## src/rtl/isaPkg.sv

```systemverilog
package isaPkg;

    localparam int XLEN      = 32;
    localparam int REG_IDX_W = 5;

    localparam logic [REG_IDX_W-1:0] LINK_REG = 5'd31; // jal writes here

    // Primary opcodes, instr[31:26]
    localparam logic [5:0] OP_RTYPE  = 6'h00;
    localparam logic [5:0] OP_REGIMM = 6'h01; // bltz/bgez, picked by rt
    localparam logic [5:0] OP_J      = 6'h02;
    localparam logic [5:0] OP_JAL    = 6'h03;
    localparam logic [5:0] OP_BEQ    = 6'h04;
    localparam logic [5:0] OP_BNE    = 6'h05;
    localparam logic [5:0] OP_BLEZ   = 6'h06;
    localparam logic [5:0] OP_BGTZ   = 6'h07;
    localparam logic [5:0] OP_ADDI   = 6'h08;
    localparam logic [5:0] OP_ADDIU  = 6'h09;
    localparam logic [5:0] OP_SLTI   = 6'h0a;
    localparam logic [5:0] OP_SLTIU  = 6'h0b;
    localparam logic [5:0] OP_ANDI   = 6'h0c;
    localparam logic [5:0] OP_ORI    = 6'h0d;
    localparam logic [5:0] OP_XORI   = 6'h0e;
    localparam logic [5:0] OP_LUI    = 6'h0f;

    // R-type funct codes, instr[5:0]
    localparam logic [5:0] FN_SLL  = 6'h00;
    localparam logic [5:0] FN_SRL  = 6'h02;
    localparam logic [5:0] FN_SRA  = 6'h03;
    localparam logic [5:0] FN_SLLV = 6'h04;
    localparam logic [5:0] FN_SRLV = 6'h06;
    localparam logic [5:0] FN_SRAV = 6'h07;
    localparam logic [5:0] FN_JR   = 6'h08;
    localparam logic [5:0] FN_JALR = 6'h09;
    localparam logic [5:0] FN_ADD  = 6'h20;
    localparam logic [5:0] FN_ADDU = 6'h21;
    localparam logic [5:0] FN_SUB  = 6'h22;
    localparam logic [5:0] FN_SUBU = 6'h23;
    localparam logic [5:0] FN_AND  = 6'h24;
    localparam logic [5:0] FN_OR   = 6'h25;
    localparam logic [5:0] FN_XOR  = 6'h26;
    localparam logic [5:0] FN_NOR  = 6'h27;
    localparam logic [5:0] FN_SLT  = 6'h2a;
    localparam logic [5:0] FN_SLTU = 6'h2b;

    localparam logic [REG_IDX_W-1:0] REGIMM_BLTZ = 5'd0;
    localparam logic [REG_IDX_W-1:0] REGIMM_BGEZ = 5'd1;

    typedef struct packed {
        logic [5:0]           opcode;
        logic [REG_IDX_W-1:0] rs;
        logic [REG_IDX_W-1:0] rt;
        logic [REG_IDX_W-1:0] rd;
        logic [4:0]           shamt;
        logic [5:0]           funct;
    } rTypeT;

    typedef struct packed {
        logic [5:0]           opcode;
        logic [REG_IDX_W-1:0] rs;
        logic [REG_IDX_W-1:0] rt;
        logic [15:0]          imm;
    } iTypeT;

    typedef struct packed {
        logic [5:0]  opcode;
        logic [25:0] target;
    } jTypeT;

    // Same word, three field layouts
    typedef union packed {
        rTypeT rType;
        iTypeT iType;
        jTypeT jType;
    } instrT;

endpackage

```

## src/rtl/ctrlPkg.sv

```systemverilog
package ctrlPkg;

    typedef enum logic [3:0] {
        ALU_ADD,
        ALU_SUB,
        ALU_AND,
        ALU_OR,
        ALU_XOR,
        ALU_NOR,
        ALU_SLT,
        ALU_SLTU,
        ALU_SLL,
        ALU_SRL,
        ALU_SRA,
        ALU_LUI
    } aluOpT;

    typedef enum logic [1:0] {
        IMM_SIGN,
        IMM_ZERO,
        IMM_NONE // Operand B is rtVal
    } immKindT;

    typedef enum logic [2:0] {
        BR_NONE,
        BR_EQ,
        BR_NE,
        BR_LEZ,
        BR_GTZ,
        BR_LTZ,
        BR_GEZ
    } brCondT;

    typedef enum logic [1:0] {
        JMP_NONE,
        JMP_ABS, // j/jal, pseudo-direct
        JMP_REG  // jr/jalr
    } jumpKindT;

    typedef struct packed {
        aluOpT                          aluOp;
        immKindT                        immKind;
        logic                           shiftByShamt;
        brCondT                         brCond;
        jumpKindT                       jumpKind;
        logic                           link;    // Write PC+4, not ALU result
        logic                           writeEn;
        logic [isaPkg::REG_IDX_W-1:0]   destReg;
        logic                           illegal;
    } ctrlT;

    typedef struct packed {
        isaPkg::instrT                  instr;
        logic [isaPkg::XLEN-1:0]        pc;
        logic [isaPkg::XLEN-1:0]        rsVal;
        logic [isaPkg::XLEN-1:0]        rtVal;
    } execReqT;

    typedef struct packed {
        logic [isaPkg::XLEN-1:0]        writeData;
        logic [isaPkg::REG_IDX_W-1:0]   destReg;
        logic                           writeEn;
        logic [isaPkg::XLEN-1:0]        nextPc;
        logic                           illegal;
    } execRespT;

endpackage

```

## src/rtl/aluExecute.sv

```systemverilog
module aluExecute (
    input  logic                    clk,
    input  logic                    rst,
    input  logic                    decValid,
    input  ctrlPkg::ctrlT           decCtrl,
    input  ctrlPkg::execReqT        decReq,
    output logic                    exValid,
    output ctrlPkg::ctrlT           exCtrl,
    output logic [isaPkg::XLEN-1:0] aluResult,
    output logic                    branchTaken,
    output logic [isaPkg::XLEN-1:0] target,
    output logic [isaPkg::XLEN-1:0] pcPlus4
);

    logic [isaPkg::XLEN-1:0] rsVal;
    logic [isaPkg::XLEN-1:0] rtVal;
    logic [isaPkg::XLEN-1:0] immExt;
    logic [isaPkg::XLEN-1:0] opB;
    logic [isaPkg::XLEN-1:0] aluRes;
    logic [isaPkg::XLEN-1:0] nextSeq;
    logic [isaPkg::XLEN-1:0] tgt;
    logic [4:0]              shiftAmt;
    logic                    condTrue;
    logic [15:0]             imm;

    assign rsVal   = decReq.rsVal;
    assign rtVal   = decReq.rtVal;
    assign imm     = decReq.instr.iType.imm;
    assign nextSeq = decReq.pc + 32'd4;

    assign immExt = (decCtrl.immKind == ctrlPkg::IMM_SIGN) ? {{16{imm[15]}}, imm}
                                                           : {16'b0, imm};
    assign opB      = (decCtrl.immKind == ctrlPkg::IMM_NONE) ? rtVal : immExt;
    assign shiftAmt = decCtrl.shiftByShamt ? decReq.instr.rType.shamt : rsVal[4:0];

    always_comb
    begin
        case (decCtrl.aluOp)
            ctrlPkg::ALU_ADD:  aluRes = rsVal + opB; // No overflow trap
            ctrlPkg::ALU_SUB:  aluRes = rsVal - opB;
            ctrlPkg::ALU_AND:  aluRes = rsVal & opB;
            ctrlPkg::ALU_OR:   aluRes = rsVal | opB;
            ctrlPkg::ALU_XOR:  aluRes = rsVal ^ opB;
            ctrlPkg::ALU_NOR:  aluRes = ~(rsVal | opB);
            ctrlPkg::ALU_SLT:  aluRes = {31'b0, $signed(rsVal) < $signed(opB)};
            ctrlPkg::ALU_SLTU: aluRes = {31'b0, rsVal < opB};
            ctrlPkg::ALU_SLL:  aluRes = rtVal << shiftAmt;
            ctrlPkg::ALU_SRL:  aluRes = rtVal >> shiftAmt;
            ctrlPkg::ALU_SRA:  aluRes = $unsigned($signed(rtVal) >>> shiftAmt);
            ctrlPkg::ALU_LUI:  aluRes = {imm, 16'b0};
            default:           aluRes = '0;
        endcase
    end

    always_comb
    begin
        case (decCtrl.brCond)
            ctrlPkg::BR_EQ:  condTrue = (rsVal == rtVal);
            ctrlPkg::BR_NE:  condTrue = (rsVal != rtVal);
            ctrlPkg::BR_LEZ: condTrue = rsVal[31] || (rsVal == '0);
            ctrlPkg::BR_GTZ: condTrue = !rsVal[31] && (rsVal != '0);
            ctrlPkg::BR_LTZ: condTrue = rsVal[31];
            ctrlPkg::BR_GEZ: condTrue = !rsVal[31];
            default:         condTrue = 1'b0;
        endcase
    end

    always_comb
    begin
        case (decCtrl.jumpKind)
            ctrlPkg::JMP_ABS: tgt = {nextSeq[31:28], decReq.instr.jType.target, 2'b00};
            ctrlPkg::JMP_REG: tgt = rsVal;
            default:          tgt = nextSeq + {{14{imm[15]}}, imm, 2'b00}; // Branch offset
        endcase
    end

    always_ff @(posedge clk)
    begin
        if (rst)
            exValid <= 1'b0;
        else
            exValid <= decValid;
    end

    always_ff @(posedge clk)
    begin
        if (decValid)
        begin
            exCtrl      <= decCtrl;
            aluResult   <= aluRes;
            branchTaken <= condTrue || (decCtrl.jumpKind != ctrlPkg::JMP_NONE);
            target      <= tgt;
            pcPlus4     <= nextSeq;
        end
    end

    // Only one item in flight, so back-to-back valids mean a lost handshake
    singleItem: assert property (@(posedge clk) disable iff (rst) exValid |=> !exValid);

endmodule

```

## src/rtl/execCore.sv

```systemverilog
module execCore (
    input  logic              clk,
    input  logic              rst,
    input  logic              wbCyc,
    input  logic              wbStb,
    input  ctrlPkg::execReqT  wbDatIn,
    output logic              wbAck,
    output ctrlPkg::execRespT wbDatOut
);

    logic                    decValid;
    ctrlPkg::ctrlT           decCtrl;
    ctrlPkg::execReqT        decReq;
    logic                    exValid;
    ctrlPkg::ctrlT           exCtrl;
    logic [isaPkg::XLEN-1:0] aluResult;
    logic                    branchTaken;
    logic [isaPkg::XLEN-1:0] target;
    logic [isaPkg::XLEN-1:0] pcPlus4;

    instrDecoder uDecoder (
        .clk      (clk),
        .rst      (rst),
        .wbCyc    (wbCyc),
        .wbStb    (wbStb),
        .wbDatIn  (wbDatIn),
        .wbAck    (wbAck), // Frees the decoder for the next request
        .decValid (decValid),
        .decCtrl  (decCtrl),
        .decReq   (decReq)
    );

    aluExecute uExecute (
        .clk         (clk),
        .rst         (rst),
        .decValid    (decValid),
        .decCtrl     (decCtrl),
        .decReq      (decReq),
        .exValid     (exValid),
        .exCtrl      (exCtrl),
        .aluResult   (aluResult),
        .branchTaken (branchTaken),
        .target      (target),
        .pcPlus4     (pcPlus4)
    );

    writebackSelect uWriteback (
        .clk         (clk),
        .rst         (rst),
        .exValid     (exValid),
        .exCtrl      (exCtrl),
        .aluResult   (aluResult),
        .branchTaken (branchTaken),
        .target      (target),
        .pcPlus4     (pcPlus4),
        .wbAck       (wbAck),
        .wbDatOut    (wbDatOut)
    );

endmodule

```

## src/rtl/instrDecoder.sv

```systemverilog
module instrDecoder (
    input  logic             clk,
    input  logic             rst,
    input  logic             wbCyc,
    input  logic             wbStb,
    input  ctrlPkg::execReqT wbDatIn,
    input  logic             wbAck,
    output logic             decValid,
    output ctrlPkg::ctrlT    decCtrl,
    output ctrlPkg::execReqT decReq
);

    logic          busy;
    logic          accept;
    isaPkg::instrT ins;

    assign accept = wbCyc && wbStb && !busy;
    assign ins    = decReq.instr;

    always_ff @(posedge clk)
    begin
        if (rst)
        begin
            busy     <= 1'b0;
            decValid <= 1'b0;
        end
        else
        begin
            decValid <= accept;
            if (accept)
                busy <= 1'b1;
            else if (wbAck)
                busy <= 1'b0; // Response handed back
        end
    end

    always_ff @(posedge clk)
    begin
        if (accept)
            decReq <= wbDatIn;
    end

    always_comb
    begin
        decCtrl              = '0;
        decCtrl.aluOp        = ctrlPkg::ALU_ADD;
        decCtrl.immKind      = ctrlPkg::IMM_NONE;
        decCtrl.brCond       = ctrlPkg::BR_NONE;
        decCtrl.jumpKind     = ctrlPkg::JMP_NONE;
        decCtrl.destReg      = ins.iType.rt; // Rt for I-type
        decCtrl.writeEn      = 1'b1;
        decCtrl.shiftByShamt = !ins.rType.funct[2]; // sll/srl/sra vs sllv/srlv/srav
        case (ins.rType.opcode)
            isaPkg::OP_RTYPE:
            begin
                decCtrl.destReg = ins.rType.rd;
                case (ins.rType.funct)
                    isaPkg::FN_ADD, isaPkg::FN_ADDU: decCtrl.aluOp = ctrlPkg::ALU_ADD;
                    isaPkg::FN_SUB, isaPkg::FN_SUBU: decCtrl.aluOp = ctrlPkg::ALU_SUB;
                    isaPkg::FN_AND:                  decCtrl.aluOp = ctrlPkg::ALU_AND;
                    isaPkg::FN_OR:                   decCtrl.aluOp = ctrlPkg::ALU_OR;
                    isaPkg::FN_XOR:                  decCtrl.aluOp = ctrlPkg::ALU_XOR;
                    isaPkg::FN_NOR:                  decCtrl.aluOp = ctrlPkg::ALU_NOR;
                    isaPkg::FN_SLT:                  decCtrl.aluOp = ctrlPkg::ALU_SLT;
                    isaPkg::FN_SLTU:                 decCtrl.aluOp = ctrlPkg::ALU_SLTU;
                    isaPkg::FN_SLL, isaPkg::FN_SLLV: decCtrl.aluOp = ctrlPkg::ALU_SLL;
                    isaPkg::FN_SRL, isaPkg::FN_SRLV: decCtrl.aluOp = ctrlPkg::ALU_SRL;
                    isaPkg::FN_SRA, isaPkg::FN_SRAV: decCtrl.aluOp = ctrlPkg::ALU_SRA;
                    isaPkg::FN_JR:
                    begin
                        decCtrl.jumpKind = ctrlPkg::JMP_REG;
                        decCtrl.writeEn  = 1'b0; // Jump only
                    end
                    isaPkg::FN_JALR:
                    begin
                        decCtrl.jumpKind = ctrlPkg::JMP_REG;
                        decCtrl.link     = 1'b1; // rd = PC+4
                    end
                    default:
                    begin
                        decCtrl.illegal = 1'b1;
                        decCtrl.writeEn = 1'b0;
                    end
                endcase
            end
            isaPkg::OP_ADDI, isaPkg::OP_ADDIU: decCtrl.immKind = ctrlPkg::IMM_SIGN;
            isaPkg::OP_SLTI:
            begin
                decCtrl.immKind = ctrlPkg::IMM_SIGN;
                decCtrl.aluOp   = ctrlPkg::ALU_SLT;
            end
            isaPkg::OP_SLTIU:
            begin
                decCtrl.immKind = ctrlPkg::IMM_SIGN; // Sign-extended, compared unsigned
                decCtrl.aluOp   = ctrlPkg::ALU_SLTU;
            end
            isaPkg::OP_ANDI:
            begin
                decCtrl.immKind = ctrlPkg::IMM_ZERO;
                decCtrl.aluOp   = ctrlPkg::ALU_AND;
            end
            isaPkg::OP_ORI:
            begin
                decCtrl.immKind = ctrlPkg::IMM_ZERO;
                decCtrl.aluOp   = ctrlPkg::ALU_OR;
            end
            isaPkg::OP_XORI:
            begin
                decCtrl.immKind = ctrlPkg::IMM_ZERO;
                decCtrl.aluOp   = ctrlPkg::ALU_XOR;
            end
            isaPkg::OP_LUI:
            begin
                decCtrl.immKind = ctrlPkg::IMM_ZERO;
                decCtrl.aluOp   = ctrlPkg::ALU_LUI;
            end
            isaPkg::OP_BEQ, isaPkg::OP_BNE, isaPkg::OP_BLEZ, isaPkg::OP_BGTZ:
            begin
                decCtrl.writeEn = 1'b0;
                case (ins.iType.opcode[1:0])
                    2'b00:   decCtrl.brCond = ctrlPkg::BR_EQ;
                    2'b01:   decCtrl.brCond = ctrlPkg::BR_NE;
                    2'b10:   decCtrl.brCond = ctrlPkg::BR_LEZ;
                    default: decCtrl.brCond = ctrlPkg::BR_GTZ;
                endcase
            end
            isaPkg::OP_REGIMM:
            begin
                decCtrl.writeEn = 1'b0;
                if (ins.iType.rt == isaPkg::REGIMM_BLTZ)
                    decCtrl.brCond = ctrlPkg::BR_LTZ;
                else if (ins.iType.rt == isaPkg::REGIMM_BGEZ)
                    decCtrl.brCond = ctrlPkg::BR_GEZ;
                else
                    decCtrl.illegal = 1'b1;
            end
            isaPkg::OP_J:
            begin
                decCtrl.jumpKind = ctrlPkg::JMP_ABS;
                decCtrl.writeEn  = 1'b0;
            end
            isaPkg::OP_JAL:
            begin
                decCtrl.jumpKind = ctrlPkg::JMP_ABS;
                decCtrl.link     = 1'b1;
                decCtrl.destReg  = isaPkg::LINK_REG;
            end
            default:
            begin
                decCtrl.illegal = 1'b1;
                decCtrl.writeEn = 1'b0;
            end
        endcase
    end

    // Busy must cover the item until its ack, or a held stb gets accepted again
    noAcceptWhileBusy: assert property (@(posedge clk) disable iff (rst) wbAck |-> busy);

endmodule

```

## src/rtl/writebackSelect.sv

```systemverilog
module writebackSelect (
    input  logic                    clk,
    input  logic                    rst,
    input  logic                    exValid,
    input  ctrlPkg::ctrlT           exCtrl,
    input  logic [isaPkg::XLEN-1:0] aluResult,
    input  logic                    branchTaken,
    input  logic [isaPkg::XLEN-1:0] target,
    input  logic [isaPkg::XLEN-1:0] pcPlus4,
    output logic                    wbAck,
    output ctrlPkg::execRespT       wbDatOut
);

    always_ff @(posedge clk)
    begin
        if (rst)
            wbAck <= 1'b0;
        else
            wbAck <= exValid;
    end

    always_ff @(posedge clk)
    begin
        if (exValid)
        begin
            wbDatOut.writeData <= exCtrl.link ? pcPlus4 : aluResult;
            wbDatOut.destReg   <= exCtrl.destReg;
            wbDatOut.writeEn   <= exCtrl.writeEn && (exCtrl.destReg != '0); // $zero stays 0
            wbDatOut.nextPc    <= branchTaken ? target : pcPlus4;
            wbDatOut.illegal   <= exCtrl.illegal;
        end
    end

    // Classic cycle ends on one ack, a longer pulse would ack the next stb
    ackPulse: assert property (@(posedge clk) disable iff (rst) wbAck |=> !wbAck);

endmodule

```

## config.mk

```make
export PLATFORM = sky130hd
export DESIGN_NAME = execCore
export DESIGN_NICKNAME = d
export VERILOG_FILES = /design/src/rtl/isaPkg.sv /design/src/rtl/ctrlPkg.sv /design/src/rtl/aluExecute.sv /design/src/rtl/execCore.sv /design/src/rtl/instrDecoder.sv /design/src/rtl/writebackSelect.sv
export SDC_FILE = /design/constraint.sdc
export NUM_CORES = 1
export LEC_CHECK = 0
export BUFFER_PORTS_ARGS = -buffer_cell sky130_fd_sc_hd__buf_4
export CAP_MARGIN = 40
export CORE_MARGIN = 2
export CORE_UTILIZATION = 45
export DETAILED_ROUTE_END_ITERATION = 8
export SETUP_SLACK_MARGIN = 0.05
export SLEW_MARGIN = 20
export SYNTH_ARGS = -nofsm -noshare
export SYNTH_HDL_FRONTEND = slang
export SYNTH_SLANG_ARGS = --single-unit
```

## constraint.sdc

```tcl
create_clock -name clk -period 6.2 [get_ports clk]
set_clock_uncertainty 0.15 [all_clocks]
set_input_delay 1.86 -clock clk [delete_from_list [all_inputs] [get_ports clk]]
set_output_delay 1.86 -clock clk [all_outputs]
set_load 0.05 [all_outputs]
```

# After elaboration in Yosys (flattened, before gate mapping)
# Index checks and enable logic that the tools add are counted.
# op_classes
add_sub_neg,4
n_mul,0
n_div,0
magnitude_cmp,2
n_eq_ne,57
shifts,3
muxes,28
bitwise_logic,4
reduce_logical,32
# ops
cell,n
$pmux 32 s12,1
$mux 32,4
$add 32x32->32,2
$lt 32x32->1,2
$pmux 32 s2,1
$eq 6x4->1 const B,10
$eq 6x6->1 const B,10
$eq 6x3->1 const B,7
$pmux 4 s10,1
$add 32x3->32 const B,1
$and 32x32->32,1
$eq 32x32->1,1
$logic_not 32->1,1
$ne 32x32->1,1
$not 32->32,1
$or 32x32->32,1
$reduce_bool 32->1,1
$shl 32x5->32,1
$shr 32x5->32,1
$sshr 32x5->32,1
$sub 32x32->32,1
$xor 32x32->32,1
$pmux 4 s7,1
$eq 6x2->1 const B,4
other kinds (37),74
# totals
regBits,308
latchBits,0
ram_bits,0
rom_bits,0
in_bits,132
output_inout_bits,72
word_cells,151
mem_count,0

# Longest topological paths before layout
# Gate-level depths: netlist of the first run.
# depth
depth_word,9
ltp_mapped,21
ltp_nobuf,18

# By module
# A second synthesis of the first run with hierarchy kept.
# unflattened
cells_unflattened,2363
hier_area_um2,23591.4
# by_module_without_submodules
module,instances,cells_each,area_per_inst_um2,seq_area_each_um2
aluExecute,1,1980,16077.9,3533.4
instrDecoder,1,236,4564.4,3883.7
writebackSelect,1,147,2949.1,2152.1

# Worst setup path after synthesis of the first run
# No wires, ideal clock.
# synth_timing
path_type,input port to flip-flop
from,input wbCyc
to,"register, netlist name uDecoder.decReq[0]"
setup_time_ns,0.481
arrival_time_ns,4.673
required_ns,5.569
slack_ns,0.896
cell_stages,3
path_buffers,0
cell_sequence,nand2_1 or2_2 inv_1
# synth_between
elab_chain_len,2
# synth_lines
item,line_no,text
start: declaration,execCore.sv:4,"input logic wbCyc,"
$logic_and 1x1->1 (2 in series),instrDecoder.sv:17,assign accept = wbCyc && wbStb && !busy;
named net uDecoder.accept,instrDecoder.sv:14,logic accept;
# The timed path passes the listed nets, and every way through them passes these cells.
# A chain may end at the register's enable or synchronous reset.

# Worst setup path after layout of the first run
# layout_timing
from,"register, netlist name uDecoder.ins[26]"
to,register uExecute.aluResult[30] (netlist name) (data pin)
# layout_between
elab_chain_len,9
word_cells_on_any_way,36
cone_classes,add/sub: 2; eq/ne: 20; mux: 5; bitwise: 4; reduce/logical: 5
# layout_lines
item,line_no,text
branches (longest 8 deep; another with $sub 32x32->32),-,
$pmux 32 s12 (*),aluExecute.sv:38,case (decCtrl.aluOp)
named net uExecute.aluRes (one bit),aluExecute.sv:19,logic [isaPkg::XLEN-1:0] aluRes;
end signal: assignment,aluExecute.sv:90,aluResult <= aluRes;
end: declaration,aluExecute.sv:9,"output logic [isaPkg::XLEN-1:0] aluResult,"
# Mark *: on every way through the listed nets, which the timed path passes.

==> flow_summary.json, run 1 <==
{
  "cts_buffer_depth": 3,
  "switchingPower_mw": 1.76,
  "p_int_mw": 4.08,
  "grt_pass1_vias": 20400,
  "cts_buffers": 34,
  "io_pins": 204,
  "synth_nets": 2629,
  "fmax_mhz": 169,
  "n_fill_cell": 4589,
  "fin_crit_ns": 5.93,
  "remaining_drc_errors": 0,
  "syn-mean-instance-area_um2": 9.80,
  "critPathMaxFanout": 11,
  "dieHeight_um": 231,
  "slowest_delay_ns": 0.67,
  "path_class": "reg -> reg",
  "max-slew-margin-rel_pct": 38.1,
  "power.total_mw": 5.84,
  "worst_pin_slew_ns": 0.919,
  "wl_mm": 97.5,
  "coreArea_um2": 51000,
  "ys_seq_area_share_pct": 39.9,
  "hold_viol": 0,
  "design.die.area_um2": 53100,
  "cts_resized": 0,
  "synth_edf_count": 304,
  "post-cts-setup-buffers": 0,
  "cp-start-kind": "flip-flop",
  "grt_overflow": 0,
  "path_cells": "inv_1 -> ha_1 -> nor4_1 -> nor2_2 -> mux2_2 -> ha_1 -> fa_1 -> a211oi_1 -> o21ai_0 -> o221a_2 -> o21ai_0 -> a311o_1 -> o211ai_1 -> nand2_1 -> o21ai_0 -> a2111oi_0 -> o211ai_1",
  "pwr-share-seq_pct": 43.2,
  "combPwrFrac_pct": 22.1,
  "cts_tree": "yes",
  "peakVddDrop_mv": 0.220,
  "cp.arrival_ns": 6.06,
  "drtIter0Drc": 2549,
  "cpMostUsedCell": "o21ai_0",
  "fin_ws_ns": 0.266,
  "critPathBufInv": 1,
  "setup_viol": 0,
  "slew_violations": 0,
  "power.density_nw_per_um2": 217,
  "grt_max_degree": 92,
  "switching_share_pct": 30.1,
  "dieWidth_um": 231,
  "syn_area_um2": 23100,
  "cts.clk_slew.worst_paths_ns": 0.06,
  "syn_to_final_growth_pct": 16.4,
  "clk_latency_ns": 0.56,
  "cts_root_buf": "clkbuf_16",
  "antenna_found_initial": 3,
  "rsz0062_at_grt": "no",
  "place_area_um2": 25700,
  "synth_top_area_cell": "edfxtp_1",
  "min_period_over_period_pct": 95.7,
  "cap_viol_max_count": 0,
  "setup.worst_path.end_class": "flip-flop",
  "syn_inst": 2356,
  "grt_use_total_pct": 36.1,
  "crit_family": "compound AO/OA/AOI/OAI gates",
  "cts_sinks": 308,
  "pre_cts_slack_ns": 0.399,
  "cp_slowest_cell": "nor2_2",
  "dp_hpwl_mm": 74.2,
  "ys_ff_latch": 308,
  "status": "finished clean",
  "yosysTopAreaCellShare_pct": 39.5,
  "hp-class": "reg -> reg",
  "post_drt_wl_per_cell_um": 30.1,
  "synthArstFlopShare_pct": 0,
  "ctsHoldBuffers": 0,
  "num_vias": 21200,
  "gp_congestion": 1.05,
  "viasPerCell": 6.55,
  "setup-tns-final_ns": 0,
  "finalInstanceArea_um2": 26900,
  "numPortBuffers": 203,
  "power.share.clock_pct": 34.7,
  "ys.flop_type": "edfxtp_1",
  "required_ns": 6.33,
  "grt_pass1_wl_mm": 140,
  "final_antenna_net_count": 0,
  "cts_max_level": 2,
  "fin_nets": 2805,
  "synth_area_leaders": "edfxtp_1, ha_1, mux2_2",
  "p_leak_nw": 10.5,
  "drt-pass1-iter-count": 7,
  "fp-row-count": 83,
  "fin_util_pct": 52.7,
  "ys_warn_count": 0,
  "drive_gt1_share_pct": 19.7,
  "initial_core_util_pct": 45.3,
  "synth.distinct_cells": 89
}
==> metrics by stage <==
stage          instances  hold WS, ns
2_1_floorplan       2356        0.250
4_1_cts             3232        0.280
3_3_place_gp        3161        0.260
3_5_place_dp        3170        0.267
5_1_grt             3238        0.294
6_report            3240        0.278
==> cell usage after synthesis (8+ instances only) <==
cell,count
edfxtp_1,304
nor2_1,211
nand2_1,169
a21oi_1,163
ha_1,138
o21ai_0,126
clkbuf_1,119
inv_1,113
mux2i_1,99
mux2_2,89
nand3_1,52
xor2_1,52
nor3_1,47
a22oi_1,42
xnor2_1,37
and3_1,33
a21o_1,31
o21a_1,30
nor4_1,28
a211oi_1,27
a31oi_1,27
mux4_2,26
o211ai_1,24
a221oi_1,22
buf_2,22
o21bai_1,22
nand4_1,20
o22ai_1,19
or3_1,18
buf_1,17
o31ai_1,17
nor2b_1,15
a22o_1,13
o22a_1,13
a222oi_1,11
nand2b_1,11
o221ai_1,10
a21boi_0,9
o2111ai_1,9
a221o_1,8
==> worst register-to-register path: stages (launching register included) <==
cell and delay (ns):
edfxtp_1 0.41, inv_1 0.11, ha_1 0.39, nor4_1 0.15
nor2_2 0.67, mux2_2 0.47, ha_1 0.25, fa_1 0.48
a211oi_1 0.25, o21ai_0 0.22, o221a_2 0.33, o21ai_0 0.41
a311o_1 0.31, o211ai_1 0.26, nand2_1 0.11, o21ai_0 0.08
a2111oi_0 0.46, o211ai_1 0.16
==> logic make-up after synthesis <==
logic type | after synthesis | synth area share [%]
flip-flops | 308 | 39.9
AO/OA/AOI/OAI | 679 | 19.7
adder cells (fa/ha/maj) | 141 | 7.74
AND/OR/NAND/NOR | 647 | 13.3
XOR/XNOR | 89 | 3.38
buffers and inverters | 276 | 4.74
multiplexers | 216 | 11.3
==> cell type report <==
cell class	count	area, um^2	share of cell area, %
sequential	308	9220	34.3
timing repair buffer	303	2390	8.90
clock buffer	44	930	3.46
clock inverter	18	181	0.675
antenna	2	5.00	0.0186
tap	680	851	3.17
multi-input combinational	1772	12900	47.9
inverter	113	429	1.60
==> per-layer routing <==
| metal | GRT usage, % | part of all wire (%) | up-vias |
|---|---|---|---|
| met5 | 0 | 0 | - |
| met4 | 15.0 | 4.6 | 0 |
| met3 | 8.66 | 11 | 250 |
| met2 | 55.1 | 44 | 1343 |
| met1 | 49.2 | 41 | 10400 |
| li1 | - | - | 9263 |
==> power groups by stage <==
stage	Combinational, mW	Sequential [mW]	Clock (mW)
after floorplan	0.788	2.52	0
after global placement	1.22	2.56	0
after detailed placement	1.24	2.56	0
after CTS	1.25	2.51	2.05
after global routing	1.38	2.52	2.14
final	1.29	2.52	2.03
==> cell usage in the layout (no fill, tap or decap), types with 15 or more instances in the layout <==
| master | instances |
|---|---|
| buf_4 | 287 |
| mux2i_1 | 95 |
| o211ai_1 | 24 |
| a31oi_1 | 27 |
| mux4_2 | 26 |
| nor3_1 | 45 |
| a211oi_1 | 26 |
| inv_1 | 112 |
| nor4_1 | 28 |
| nor2_1 | 209 |
| o21a_1 | 30 |
| nand4_1 | 20 |
| xnor2_1 | 37 |
| or3_1 | 18 |
| nand3_1 | 52 |
| a22oi_1 | 42 |
| edfxtp_1 | 304 |
| clkbuf_16 | 35 |
| o31ai_1 | 17 |
| and3_1 | 33 |
| o21ai_0 | 125 |
| o21bai_1 | 22 |
| ha_1 | 137 |
| a21o_1 | 31 |
| o22ai_1 | 19 |
| nor2b_1 | 15 |
| mux2_2 | 89 |
| a221oi_1 | 22 |
| nand2_1 | 169 |
| xor2_1 | 52 |
| a21oi_1 | 163 |
==> state kept, by name, indices dropped and copies added, names as in the netlist <==
signal                flops
uDecoder.decReq          96
uDecoder.decValid         1
uExecute.target          32
uDecoder.ins             32
uExecute.aluResult       32
uExecute.pcPlus4         32
uExecute.branchTaken      1
uDecoder.busy             1
uWriteback.wbDatOut      71
uExecute.exValid          1
uWriteback.wbAck          1
uExecute.exCtrl           8
==> final timing paths <==
path	start	end	slack, ns	cells after the start
max	uDecoder.ins[26]	uExecute.aluResult[30]	0.27	17
max reg2reg	uDecoder.ins[26]	uExecute.aluResult[30]	0.27	17
min	uExecute.exCtrl[0]	uWriteback.wbDatOut[0]	0.28	0
min reg2reg	uExecute.exCtrl[0]	uWriteback.wbDatOut[0]	0.28	0
(Power assumes the default switching activity.)
==> inputs of run 2 (changes only) <==
Settings changed: BUFFER_PORTS_ARGS -buffer_cell sky130_fd_sc_hd__buf_4 to -buffer_cell sky130_fd_sc_hd__buf_2, CORE_ASPECT_RATIO set to 0.6.
==> run 2 against run 1 <==
Compared with the run above: global-route usage rose by 1.5 points; register-to-register slack got worse by 0.04 ns; worst setup slack got worse by 0.037 ns; hold slack improved by 0.0016 ns; first-iteration DRC count rose by 24%; clock-buffer cell count fell by 10; clock power fell by 3%; sequential power barely moved.
==> flow_summary.json, run 2 (same netlist as run 1, synthesis figures left out) <==
{
  "power.share.clock_pct": 33.9,
  "cpMostUsedCell": "o21ai_0",
  "dp_hpwl_mm": 77.7,
  "grt_pass1_vias": 20000,
  "remaining_drc_errors": 0,
  "setup.worst_path.end_class": "flip-flop",
  "viasPerCell": 6.62,
  "grt_pass1_wl_mm": 145,
  "min_period_over_period_pct": 96.3,
  "p_leak_nw": 10.3,
  "place_area_um2": 25200,
  "holdPathStages": 0,
  "cp_slowest_cell": "nor2_2",
  "pwr-share-seq_pct": 43.3,
  "hold_viol": 0,
  "regMostFlops": "uDecoder.decReq",
  "syn_to_final_growth_pct": 14.1,
  "cts_sinks": 308,
  "fin_util_pct": 51.8,
  "dp_cells": 3188,
  "p_int_mw": 3.95,
  "fmax_mhz": 167,
  "reg2reg_depth": 18,
  "io_pins": 204,
  "rsz0062_at_grt": "no",
  "slowest_delay_ns": 0.63,
  "dieHeight_um": 179,
  "finalInstanceArea_um2": 26300,
  "switching_share_pct": 32.0,
  "antenna_found_initial": 10,
  "coreArea_um2": 50800,
  "drtIter0Drc": 3167,
  "grt_use_total_pct": 37.6,
  "slew_violations": 0,
  "path_class": "reg -> reg",
  "fin_ws_ns": 0.229,
  "post_drt_wl_per_cell_um": 31.3,
  "hp-class": "reg -> reg",
  "largest_reg_flops": 96,
  "reg2reg_slack_ns": 0.23,
  "cts.clk_slew.worst_paths_ns": 0.08,
  "final_common_cell": "edfxtp_1",
  "grt_overflow": 0,
  "dieWidth_um": 296,
  "final_antenna_net_count": 0,
  "combPwrFrac_pct": 22.7,
  "peakVddDrop_mv": 0.225,
  "cap_viol_max_count": 0,
  "path_cells": "inv_1 -> ha_1 -> nor4_1 -> nor2_2 -> mux2_2 -> ha_1 -> fa_1 -> a211oi_1 -> o21ai_0 -> o221a_2 -> o21ai_0 -> buf_4 -> a311o_1 -> o211ai_1 -> nand2_1 -> o21ai_0 -> a2111oi_0 -> o211ai_1",
  "holdWs_ns": 0.280,
  "cts_root_buf": "clkbuf_16",
  "cts_buffer_depth": 3,
  "cp.arrival_ns": 6.17,
  "cts_buffers": 31,
  "fin_crit_ns": 5.97,
  "cts_tree": "yes",
  "drive_gt1_share_pct": 20.0,
  "drt-pass1-iter-count": 7,
  "gp_congestion": 1.07,
  "ctsHoldBuffers": 0,
  "post-cts-setup-buffers": 0,
  "fp-row-count": 64,
  "max-slew-margin-rel_pct": 34.3,
  "switchingPower_mw": 1.86,
  "worst_pin_slew_ns": 0.975,
  "pre_cts_slack_ns": 0.534,
  "cts_max_level": 1,
  "cts_resized": 0,
  "required_ns": 6.40,
  "setup-tns-final_ns": 0,
  "setup_viol": 0,
  "cp-start-kind": "flip-flop",
  "wl_mm": 102,
  "num_vias": 21500,
  "status": "finished clean",
  "final_cell_mix": "edfxtp_1, nor2_1, buf_2",
  "largestRegisters": "uDecoder.decReq: 96 flops, uWriteback.wbDatOut: 71 flops",
  "finalNonFillerCells": 3256,
  "initial_core_util_pct": 45.4,
  "clk_latency_ns": 0.61,
  "power.density_nw_per_um2": 221,
  "critPathMaxFanout": 11,
  "power.total_mw": 5.81,
  "fin_nets": 2811,
  "grt_max_degree": 76,
  "design.die.area_um2": 53200,
  "numPortBuffers": 203
}
-- run 2: cell types whose count changed in the layout (fill, tap and decap cells not counted), moves of 3 or more --
cell       before  now
buf_4         287   92
clkbuf_1        7    3
clkbuf_16      35   32
buf_2           4  208
buf_8           4    1
-- run 2: routing by layer --
layer | up-vias | track usage [%] | part of all wire [%]
li1 | 9281 | - | -
met1 | 10500 | 55.8 | 44
met2 | 1527 | 47.9 | 38
met3 | 191 | 17.4 | 15
met4 | 10 | 10.9 | 3.3
met5 | - | 1.45 | 0.16
-- run 2: final timing paths --
kind	start	to
setup / recovery	uDecoder.ins[26]	uExecute.aluResult[30]
setup reg to reg	uDecoder.ins[26]	uExecute.aluResult[30]
hold / removal	uExecute.exCtrl[0]	uWriteback.wbDatOut[0]
hold reg to reg	uExecute.exCtrl[0]	uWriteback.wbDatOut[0]
-- run 2: power by group through the flow --
stage	combinational [mW]	sequential (mW)	clock (mW)
after global placement	1.23	2.56	0
after global routing	1.39	2.52	2.08
after detailed placement	1.24	2.56	0
after floorplan	0.788	2.52	0
final	1.32	2.52	1.97
after CTS	1.25	2.51	2.00
-- run 2: layout make-up --
| class | instances | area [um^2] |
|---|---|---|
| clock buffer | 34 | 787 |
| antenna | 1 | 2.50 |
| fill | 4644 | 24500 |
| multi-input combinational | 1772 | 12900 |
| sequential | 308 | 9220 |
| inverter | 113 | 429 |
| timing repair buffer | 312 | 1940 |
| clock inverter | 23 | 236 |
| tap | 693 | 867 |
-- run 2: critical path, delay by kind of cell (launching register included) --
kind | cells | cell delay (ns)
AO/OA/AOI/OAI | 9 | 2.36
adder cells (fa/ha/maj) | 3 | 1.13
buffers and inverters | 2 | 0.28
flip-flops | 1 | 0.43
multiplexers | 1 | 0.45
AND/OR/NAND/NOR | 3 | 0.89
